**config.mk**
```make
export PLATFORM = sky130hd
export DESIGN_NAME = video_out
export DESIGN_NICKNAME = d
export VERILOG_FILES = /design/src/verilog/video_pkg.sv /design/src/verilog/video_cram.sv /design/src/verilog/video_src_mux.sv /design/src/verilog/video_dither.sv /design/src/verilog/video_out.sv
export VERILOG_INCLUDE_DIRS = /design/src /design/src/verilog
export SDC_FILE = /design/constraint.sdc
export NUM_CORES = 2
export LEC_CHECK = 0
export BUFFER_PORTS_ARGS = -buffer_cell sky130_fd_sc_hd__clkbuf_2
export CORE_MARGIN = 2
export CORE_UTILIZATION = 45
export CTS_BUF_LIST = sky130_fd_sc_hd__clkbuf_8
export DETAILED_ROUTE_END_ITERATION = 10
export GPL_TIMING_DRIVEN = 1
export PLACE_DENSITY = 0.69
export SKIP_CTS_REPAIR_TIMING = 1
export SYNTH_ARGS = -nofsm -noshare
export SYNTH_HDL_FRONTEND = slang
export SYNTH_SLANG_ARGS = --single-unit
```
**constraint.sdc**
```tcl
create_clock -name clk -period 2.83 [get_ports clk]
set_clock_uncertainty 0.1 [all_clocks]
set_input_delay 0.7075 -clock clk [delete_from_list [all_inputs] [get_ports clk]]
set_output_delay 0.7075 -clock clk [all_outputs]
set_load 0.01 [all_outputs]
```
**src/verilog/video_config.svh**
```systemverilog
// Video output stage parameters
`ifndef VIDEO_CONFIG_SVH
`define VIDEO_CONFIG_SVH

// palette index and CRAM address width
`define VIDEO_INDEX_BITS 8

// one CRAM word, three channels of coarse plus fine
`define VIDEO_COLOR_BITS 15

// DAC level per channel
`define VIDEO_LEVEL_BITS 2

// fine intensity, selects the dither pattern
`define VIDEO_FINE_BITS 3

`endif

```
**src/verilog/video_pkg.sv**
```systemverilog
// Video output shared types
`include "video_config.svh"

package video_pkg;

	// palette index, also the CRAM address
	typedef logic [`VIDEO_INDEX_BITS-1:0] clut_index_t;

	// {red coarse, red fine, grn coarse, grn fine, blu coarse, blu fine}
	typedef logic [`VIDEO_COLOR_BITS-1:0] color_t;

	typedef logic [`VIDEO_LEVEL_BITS-1:0] dac_level_t;

	typedef logic [`VIDEO_FINE_BITS-1:0] fine_t;

	typedef struct packed {
		dac_level_t red;
		dac_level_t grn;
		dac_level_t blu;
	} rgb_level_t;

	// ph0 goes out in the first half of the clock, ph1 in the second
	typedef struct packed {
		rgb_level_t ph0;
		rgb_level_t ph1;
	} dac_pair_t;

	typedef struct packed {
		clut_index_t addr;
		color_t      data;
		logic        we;
	} cram_wr_t;

	typedef struct packed {
		logic       vga_on;
		logic       tv_hires;
		logic       vga_hires;
		logic [3:0] palsel;
		logic       vga_line;
		// bit 0 for VGA, bit 1 for TV; 1 picks the low nibble
		logic [1:0] nib_sel;
	} video_mode_t;

endpackage

```
**src/verilog/video_cram.sv**
```systemverilog
// Color RAM
`timescale 1ns/100ps
`include "video_config.svh"

module video_cram (
	input  logic                   clk,
	input  video_pkg::cram_wr_t    wr,
	input  video_pkg::clut_index_t rd_addr,
	output video_pkg::color_t      rd_data
);

	localparam int DEPTH = 1 << `VIDEO_INDEX_BITS;

	// palette storage, written by the CPU
	video_pkg::color_t mem [DEPTH];

	// CPU side write port
	always_ff @(posedge clk)
	begin
		if (wr.we)
		begin
			mem[wr.addr] <= wr.data;
		end
	end

	// video side read, one clock latency
	// a write and a read of the same address on one edge return the old word
	always_ff @(posedge clk)
	begin
		rd_data <= mem[rd_addr];
	end

endmodule

```
**src/verilog/video_src_mux.sv**
```systemverilog
// Video pixel source selection
`timescale 1ns/100ps
`include "video_config.svh"

module video_src_mux (
	input  logic                   clk,
	input  logic                   arst_n,
	input  logic                   c3,
	input  video_pkg::video_mode_t mode,
	input  video_pkg::clut_index_t tv_pix,
	input  video_pkg::clut_index_t vga_pix,
	input  logic                   tv_blank,
	input  logic                   vga_blank,
	output video_pkg::clut_index_t pix_addr,
	output logic                   blank_q
);

	localparam int IDX_BITS = `VIDEO_INDEX_BITS;
	localparam int NIB_BITS = IDX_BITS / 2;

	// TV pixel held between c3 strobes
	video_pkg::clut_index_t tv_pix_q;

	video_pkg::clut_index_t src_pix;
	logic                   hires;
	logic                   nib_lo;
	logic                   blank;
	logic [NIB_BITS-1:0]    nibble;

	// TV capture
	always_ff @(posedge clk or negedge arst_n)
	begin
		if (!arst_n)
		begin
			tv_pix_q <= '0;
		end
		else if (c3)
		begin
			tv_pix_q <= tv_pix;
		end
	end

	// per-source selection
	always_comb
	begin
		if (mode.vga_on)
		begin
			src_pix = vga_pix;
			hires   = mode.vga_hires;
			nib_lo  = mode.nib_sel[0];
			blank   = vga_blank;
		end
		else
		begin
			src_pix = tv_pix_q;
			hires   = mode.tv_hires;
			nib_lo  = mode.nib_sel[1];
			blank   = tv_blank;
		end
	end

	// hires pixel carries two 4-bit indices, pick one
	assign nibble = nib_lo ? src_pix[NIB_BITS-1:0] : src_pix[IDX_BITS-1:NIB_BITS];

	// palette select forms the upper half of the address in hires
	always_comb
	begin
		if (hires)
		begin
			pix_addr = {mode.palsel, nibble};
		end
		else
		begin
			pix_addr = src_pix;
		end
	end

	// blank follows the CRAM read by one clock
	always_ff @(posedge clk or negedge arst_n)
	begin
		if (!arst_n)
		begin
			blank_q <= 1'b0;
		end
		else
		begin
			blank_q <= blank;
		end
	end

endmodule

```
**src/verilog/video_dither.sv**
```systemverilog
// Color dither and DAC levels
`timescale 1ns/100ps
`include "video_config.svh"

module video_dither (
	input  logic                 clk,
	input  logic                 arst_n,
	input  logic                 vga_on,
	input  logic                 vga_line,
	input  logic                 blank,
	input  video_pkg::color_t    color,
	output video_pkg::dac_pair_t dac
);

	localparam int LEVEL_BITS = `VIDEO_LEVEL_BITS;
	localparam video_pkg::dac_level_t LEVEL_MAX = {LEVEL_BITS{1'b1}};

	// 8 bits per pattern, 4 phases of 2 half-clocks
	function automatic logic [7:0] pattern(input video_pkg::fine_t fine);
		logic [7:0] p;
		case (fine)
			3'd0: p = 8'h00;
			3'd1: p = 8'h01;
			3'd2: p = 8'h41;
			3'd3: p = 8'h45;
			3'd4: p = 8'hA5;
			3'd5: p = 8'hA7;
			3'd6: p = 8'hD7;
			default: p = 8'hDF;
		endcase
		return p;
	endfunction

	// bump the coarse level by one where the pattern says so, top level stays
	function automatic video_pkg::dac_level_t dither_level(
		input video_pkg::dac_level_t coarse,
		input video_pkg::fine_t      fine,
		input logic [2:0]            bit_idx
	);
		logic [7:0] p;
		p = pattern(fine);
		if (p[bit_idx] && (coarse != LEVEL_MAX))
		begin
			return video_pkg::dac_level_t'(coarse + 1'b1);
		end
		return coarse;
	endfunction

	video_pkg::color_t     pix;
	video_pkg::dac_level_t red_c;
	video_pkg::dac_level_t grn_c;
	video_pkg::dac_level_t blu_c;
	video_pkg::fine_t      red_f;
	video_pkg::fine_t      grn_f;
	video_pkg::fine_t      blu_f;

	logic [1:0] ph;
	logic [1:0] phase;

	video_pkg::rgb_level_t lvl0;
	video_pkg::rgb_level_t lvl1;

	// blanking forces black
	assign pix = blank ? '0 : color;

	assign {red_c, red_f, grn_c, grn_f, blu_c, blu_f} = pix;

	// free-running dither phase
	always_ff @(posedge clk or negedge arst_n)
	begin
		if (!arst_n)
		begin
			ph <= 2'd0;
		end
		else
		begin
			ph <= ph + 2'd1;
		end
	end

	// VGA alternates the pattern on odd lines instead of every other pair of clocks
	assign phase = {vga_on ? vga_line : ph[1], ph[0]};

	always_comb
	begin
		lvl0.red = dither_level(red_c, red_f, {phase, 1'b0});
		lvl0.grn = dither_level(grn_c, grn_f, {phase, 1'b0});
		lvl0.blu = dither_level(blu_c, blu_f, {phase, 1'b0});
		lvl1.red = dither_level(red_c, red_f, {phase, 1'b1});
		lvl1.grn = dither_level(grn_c, grn_f, {phase, 1'b1});
		lvl1.blu = dither_level(blu_c, blu_f, {phase, 1'b1});
	end

	// both halves registered together, serialised by the output cell
	always_ff @(posedge clk or negedge arst_n)
	begin
		if (!arst_n)
		begin
			dac <= '0;
		end
		else
		begin
			dac.ph0 <= lvl0;
			dac.ph1 <= lvl1;
		end
	end

endmodule

```
**src/verilog/video_out.sv**
```systemverilog
// Video color output stage
`timescale 1ns/100ps

module video_out (
	input  logic                   clk,
	input  logic                   arst_n,
	input  logic                   c3,
	input  video_pkg::video_mode_t mode,
	input  video_pkg::clut_index_t tv_pix,
	input  video_pkg::clut_index_t vga_pix,
	input  logic                   tv_blank,
	input  logic                   vga_blank,
	input  video_pkg::cram_wr_t    cram_wr,
	output video_pkg::dac_pair_t   dac
);

	// palette address, combinational from the mux
	video_pkg::clut_index_t pix_addr;

	// blank aligned with CRAM read data
	logic blank_q;

	// looked-up color
	video_pkg::color_t color;

	// source select, TV capture, hires nibble
	video_src_mux u_src_mux (
		.clk       (clk),
		.arst_n    (arst_n),
		.c3        (c3),
		.mode      (mode),
		.tv_pix    (tv_pix),
		.vga_pix   (vga_pix),
		.tv_blank  (tv_blank),
		.vga_blank (vga_blank),
		.pix_addr  (pix_addr),
		.blank_q   (blank_q)
	);

	// palette
	video_cram u_cram (
		.clk     (clk),
		.wr      (cram_wr),
		.rd_addr (pix_addr),
		.rd_data (color)
	);

	// vga_on and vga_line go in as levels
	video_dither u_dither (
		.clk      (clk),
		.arst_n   (arst_n),
		.vga_on   (mode.vga_on),
		.vga_line (mode.vga_line),
		.blank    (blank_q),
		.color    (color),
		.dac      (dac)
	);

endmodule

```
# Yosys cells after proc, flatten, opt, wreduce, memory -nomap -nowiden
# Memories as Yosys holds them, arrays and structs flattened. A register that Yosys moved wholly into a read port is not among the register bits.
# Cells that the tools add are included.
# totals
regBits,23
latchBits,0
mem_bits_rw,3840
mem_bits_ro,0
in_bits,55
output_inout_bits,12
mem_count,1
# op_classes
n_addsub,4
multipliers,0
n_div,0
magnitude_cmp,2
eq_ne,21
shift,0
muxes,43
n_bitwise,0
n_reduce_logical,9
# memory_table
name,words,word_bits,rd,rd_clocked_by_memory_dff,write_ports,line_no,text
u_cram.mem,256,15,1,1,1,video_cram.sv:15,video_pkg::color_t mem [DEPTH];
# ops
operator,n
8-bit case mux with 7 select lines,3
3-bit equality test (second input constant),9
2-bit 2-to-1 mux,12
3-bit by 2-bit equality test with 1-bit output (second input constant),6
1-bit 2-to-1 mux,18
8-bit 2-to-1 mux,2
15-bit 2-to-1 mux,1
1-bit binary-select mux with 2-bit select,6
3-bit by 1-bit equality test with 1-bit output (second input constant),3
3-bit zero test,3
2-bit by 1-bit adder with 2-bit output (second input constant),4
3-bit by 4-bit < comparator with 1-bit output (second input constant),2
1-bit logical AND,6
2-bit != test (second input constant),3
4-bit 2-to-1 mux,1

# Depth between registers and ports, before layout
# logic_depth
word_depth,8
depth_mapped,16
depth_no_buf,9

# Modules after synthesis
# Synthesis repeated with hierarchy kept, for this count alone.
# hier_totals
hier_cells,6845
area_unflattened_um2,149108.0
# by_module_without_submodules
mod,n_inst,cells_per_inst,area_each_um2
video_cram,1,6708,147611.6
video_dither,1,84,882.1
video_src_mux,1,53,614.3

# Worst setup path before layout
# No wires, ideal clock.
# synth_timing
path_kind,input -> register
from,input mode[7] in the netlist's numbering
to,register u_cram.rd_data[1] (read register of u_cram.mem)
setup_time_ns,0.064
t_arrival_ns,2.995
slack_ns,-0.330
cell_stages,15
path_cell_list,buf_6 -> nor2b_4 -> buf_6 -> mux2i_4 -> and3b_1 -> buf_6 -> or2_1 -> buf_2 -> buf_6 -> buf_8 -> a32oi_2 -> a21oi_1 -> nor4_1 -> a22oi_1 -> nand4_1
# synth_between
elab_chain_cells,2
# synth_rtl
item,line_no,text
start: declaration,video_out.sv:8,"input video_pkg::video_mode_t mode,"
1-bit 2-to-1 mux,video_src_mux.sv:46,if (mode.vga_on)
8-bit 2-to-1 mux,video_src_mux.sv:68,if (hires)
end: declaration,video_cram.sv:9,output video_pkg::color_t rd_data
# Every way passes these cells.
# A chain may end at the register's enable or synchronous reset.

# Worst setup path in the final report
# layout_timing
from,register u_src_mux.tv_pix_q[4]
to,register u_cram.rd_data[6] (read register of u_cram.mem)
# layout_between
elab_chain_cells,3
# layout_rtl
item,line_no,text
start: declaration,video_src_mux.sv:22,video_pkg::clut_index_t tv_pix_q;
start signal: assignment,video_src_mux.sv:39,tv_pix_q <= tv_pix;
8-bit 2-to-1 mux (*),video_src_mux.sv:46,
4-bit 2-to-1 mux,video_src_mux.sv:63,assign nibble = nib_lo ? src_pix[NIB_BITS-1:0] : src_pix[IDX_BITS-1:NIB_BITS];
8-bit 2-to-1 mux (*),video_src_mux.sv:68,
# Mark *: on every way between the ends. The rest lies on a longest branch, timed or not.

==> impl_metrics.py <==
metrics = {
    "global_route": {
        "grt_pass1_vias": 98100,
        "grt_usage_pct": 26.9,
        "antenna_found_initial": 21,
        "grt_pass1_wl_mm": 673,
        "overflow": 0,
        "grt_max_degree": 113,
    },
    "layout": {
        "area_delta_synth_final_pct": 22.7,
        "nFillCells": 25500,
        "drive_above_1_share_pct": 22.4,
        "post-route-util_pct": 55.4,
        "final_area_mm2": 0.186,
        "final_nets": 12000,
    },
    "power": {
        "clkPwrFrac_pct": 34.9,
        "power_frac_comb_pct": 14.2,
        "cellPowerDensity_mw_per_mm2": 671,
        "switching_power_mw": 33.5,
        "sw_frac_of_total_pct": 26.8,
        "irDropWorstVdd_mv": 0.513,
        "power.leakage_nw": 64.6,
        "power_mw": 125,
        "p_seq_share_pct": 50.9,
        "internal_power_mw": 91.4,
    },
    "timing": {
        "setup_slack_ns": -0.659,
        "final_max_slew_viol_count": 0,
        "hold_violations": 0,
        "min_period_ns": 3.49,
        "tns_ns": -8.55,
        "post-route-period-util_pct": 123,
        "max_slew.worst_pin.slew_ns": 1.28,
        "slew-limit-headroom_pct": 14.1,
        "finalSetupViolations": 15,
        "fmax_ghz": 0.287,
        "rsz0062_at_grt": "true",
    },
    "logic_synthesis": {
        "yosysSeqAreaShare_pct": 76.5,
        "yosys.area.top_type": "edfxtp_1",
        "synth-edff-count": 3840,
        "ys_ff_latch": 3878,
        "yosysWarnings": 0,
        "yosys.area_share.simple_pct": 10.4,
        "synth_top_area_share_pct": 76.0,
        "synthTopCellsByArea": "edfxtp_1, nand2_1, mux2i_1, a32oi_1, nand3_1",
        "synth_nets": 10500,
        "synth_xor_area_share_pct": 0.0404,
        "synth_compound_area_share_pct": 6.68,
        "muxShareOfSynthArea_pct": 3.96,
        "syn-cell-area_mm2": 0.152,
        "ys_async_sr_fraction_pct": 0.593,
        "synth_top_family_by_area": "simple AND/OR/NAND/NOR gates",
        "synthAdderAreaFrac_pct": 0.0247,
        "ys.flop_type": "edfxtp_1",
        "syn_area_per_cell_um2": 14.6,
        "syn_inst": 10400,
        "synth_cell_types": 53,
    },
    "setup_path": {
        "cp_max_fo": 13,
        "critPathRequiredTime_ns": 3.78,
        "r2r_slack_ns": -0.66,
        "rr_worst_depth": 16,
        "worstSetupEndpoint": "u_cram.rd_data[6]",
        "endpoint_kind": "register",
        "crit_path_start_kind": "register",
        "timing.critical_path.from": "u_src_mux.tv_pix_q[4]",
        "reg2reg_to": "u_cram.rd_data[6]",
        "crit_arrival_ns": 4.44,
        "critPathKind": "reg2reg",
        "rr_startpoint": "u_src_mux.tv_pix_q[4]",
    },
    "routing": {
        "drt-total-wl_mm": 482,
        "wl_met2_mm": 219,
        "dr.pass1.iters": 7,
        "avgViaCountPerCell": 6.06,
        "dr_total_vias": 103000,
        "wl_met1_mm": 172,
        "drtIter0Drc": 16500,
        "drc": 0,
        "final_antenna_net_count": 0,
        "wl_met3_mm": 64.6,
        "routed.top_layer": "met5",
        "wire_per_inst_um": 28.5,
    },
    "floorplanning": {
        "io_pins": 67,
        "rows": 213,
        "core_area_mm2": 0.336,
        "start_util_pct": 45.2,
        "die_area_mm2": 0.342,
        "die_w_um": 585,
        "die_y_um": 585,
    },
    "outcome": {
        "status": "finished with violations",
        "violations": "setup timing",
    },
    "cts": {
        "cts_tree": "yes",
        "htree_levels": 6,
        "worstSkewPairLatency_ns": 1.25,
        "cts_buffer_depth": 4,
        "cts.clk_slew.worst_paths_ns": 0.06,
        "cts_buffers": 603,
        "cts_root_buffer": "clkbuf_8",
        "cts_sinks": 3878,
    },
    "placed_design": {
        "routabilityCongestion": 0.986,
        "numPortBuffers": 66,
        "place_ws_ns": -2.65,
        "dp.final_hpwl_mm": 298,
        "dpl-instance-area_mm2": 0.171,
    },
    "min_path": {
        "min_path_type": "in2reg",
    },
    "run": {
        "maxCapViolCount": 0,
    },
}
[cell type report]
type / count / area [µm²] / share of cell area (%)
antenna: 16 / 40.0 / 0.0215
clock buffer: 613 / 8440 / 4.53
clock inverter: 456 / 2470 / 1.32
inverter: 4 / 15.0 / 0.00806
multi-input combinational: 5788 / 34200 / 18.4
sequential: 3878 / 116000 / 62.4
tap: 4515 / 5650 / 3.03
timing repair buffer: 1682 / 19200 / 10.3
[logic make-up after synthesis]
group | Yosys count
compound gates | 1395
fa+ha+maj | 3
simple gates | 3786
xor+xnor | 7
buf+inv | 731
flops | 3878
mux | 596
[worst min path at each step]
stage | from | endpoint | slack (ns) | cells past startpoint
after floorplan | arst_n | u_dither.dac[0] | 0.31 | 0
after global placement | u_dither.ph[1] | u_dither.ph[1] | 0.36 | 1
after detailed placement | u_dither.ph[1] | u_dither.ph[1] | 0.38 | 1
after CTS | arst_n | u_dither.dac[4] | -0.64 | 1
after global routing | cram_wr[18] | u_cram.mem[206][7] | 0.17 | 3
final | cram_wr[17] | u_cram.mem[207][7] | 0.19 | 4
[sequential cells by signal, indices dropped and copies added, names as in the netlist]
name                count
u_src_mux.blank_q       1
u_dither.ph             2
u_dither.dac           12
u_src_mux.tv_pix_q      8
u_cram.mem           3840
u_cram.rd_data         15
[critical path, cell delays in order (launching register included)]
cell and delay (ns):
dfrtp_2 0.48, nor2_4 0.07, mux2_8 0.33, nor2_8 0.13, buf_12 0.18, buf_12 0.13, buf_16 0.19, buf_12 0.15
buf_12 0.14, mux2i_2 0.23, a32oi_1 0.12, a21oi_2 0.17, buf_4 0.19, nor4_4 0.06, buf_4 0.17, a22oi_2 0.30
nand4_1 0.15
[power by group through the flow]
| stage | Clock, mW | Sequential (mW) | Combinational [mW] |
|---|---|---|---|
| final | 43.6 | 63.6 | 17.7 |
| after global routing | 46.2 | 63.6 | 18.3 |
| after CTS | 43.9 | 63.6 | 15.6 |
| after detailed placement | 0 | 64.8 | 15.6 |
| after global placement | 0 | 64.7 | 15.3 |
| after floorplan | 0 | 64.7 | 7.06 |
[layer usage]
metal	GRT usage [%]	vias up
met5	0	-
met4	13.9	14
met3	7.11	1234
met2	41.3	7620
met1	35.2	50800
li1	-	43000
[cell usage in the layout, fill, tap and decap left out, drive strengths merged, types with 3 or more instances in the layout]
cell type / n
inv: 235
ha: 3
clkbuf: 690
clkinv: 204
a31oi: 301
a32oi: 537
dfrtp: 23
nor3: 140
edfxtp: 3840
bufinv: 11
mux2: 22
a22oi: 30
nor4: 108
clkinvlp: 10
o21ai: 30
o22ai: 64
nor2: 276
xnor2: 5
mux2i: 574
diode: 16
a211oi: 4
buf: 1569
nor2b: 20
or3: 3
nand3: 669
dlygate4sd3: 36
nand4: 75
a41o: 16
dfxtp: 15
a21oi: 309
or2: 7
o22a: 69
nand2: 2484
a41oi: 7
a2111oi: 23
[through the flow]
step / hold WS, ns / instances
detailed placement: 0.376 / 15700
global placement: 0.361 / 15700
CTS: -0.644 / 16800
floorplan: 0.312 / 10400
global route: 0.166 / 16900
finish: 0.193 / 17000
[Yosys cell counts (4+ instances only)]
library cell  number
a2111oi_0         18
a2111oi_4          5
a211oi_1           4
a21oi_1          309
a22oi_1           30
a31oi_1          301
a32oi_1          533
a32oi_2            4
a41o_1            16
a41oi_1            7
buf_1             22
buf_2            279
buf_4             51
buf_6             29
clkbuf_1         343
dfrtp_1           23
dfxtp_1           15
edfxtp_1        3840
inv_1              4
mux2_2            22
mux2i_1          572
nand2_1         2484
nand3_1          669
nand4_1           75
nor2_1           275
nor2b_1           19
nor3_1           136
nor4_1           108
o21ai_0           25
o21ai_1            5
o22a_1            69
o22ai_1           64
xnor2_1            5
(Power assumes the default switching activity.)
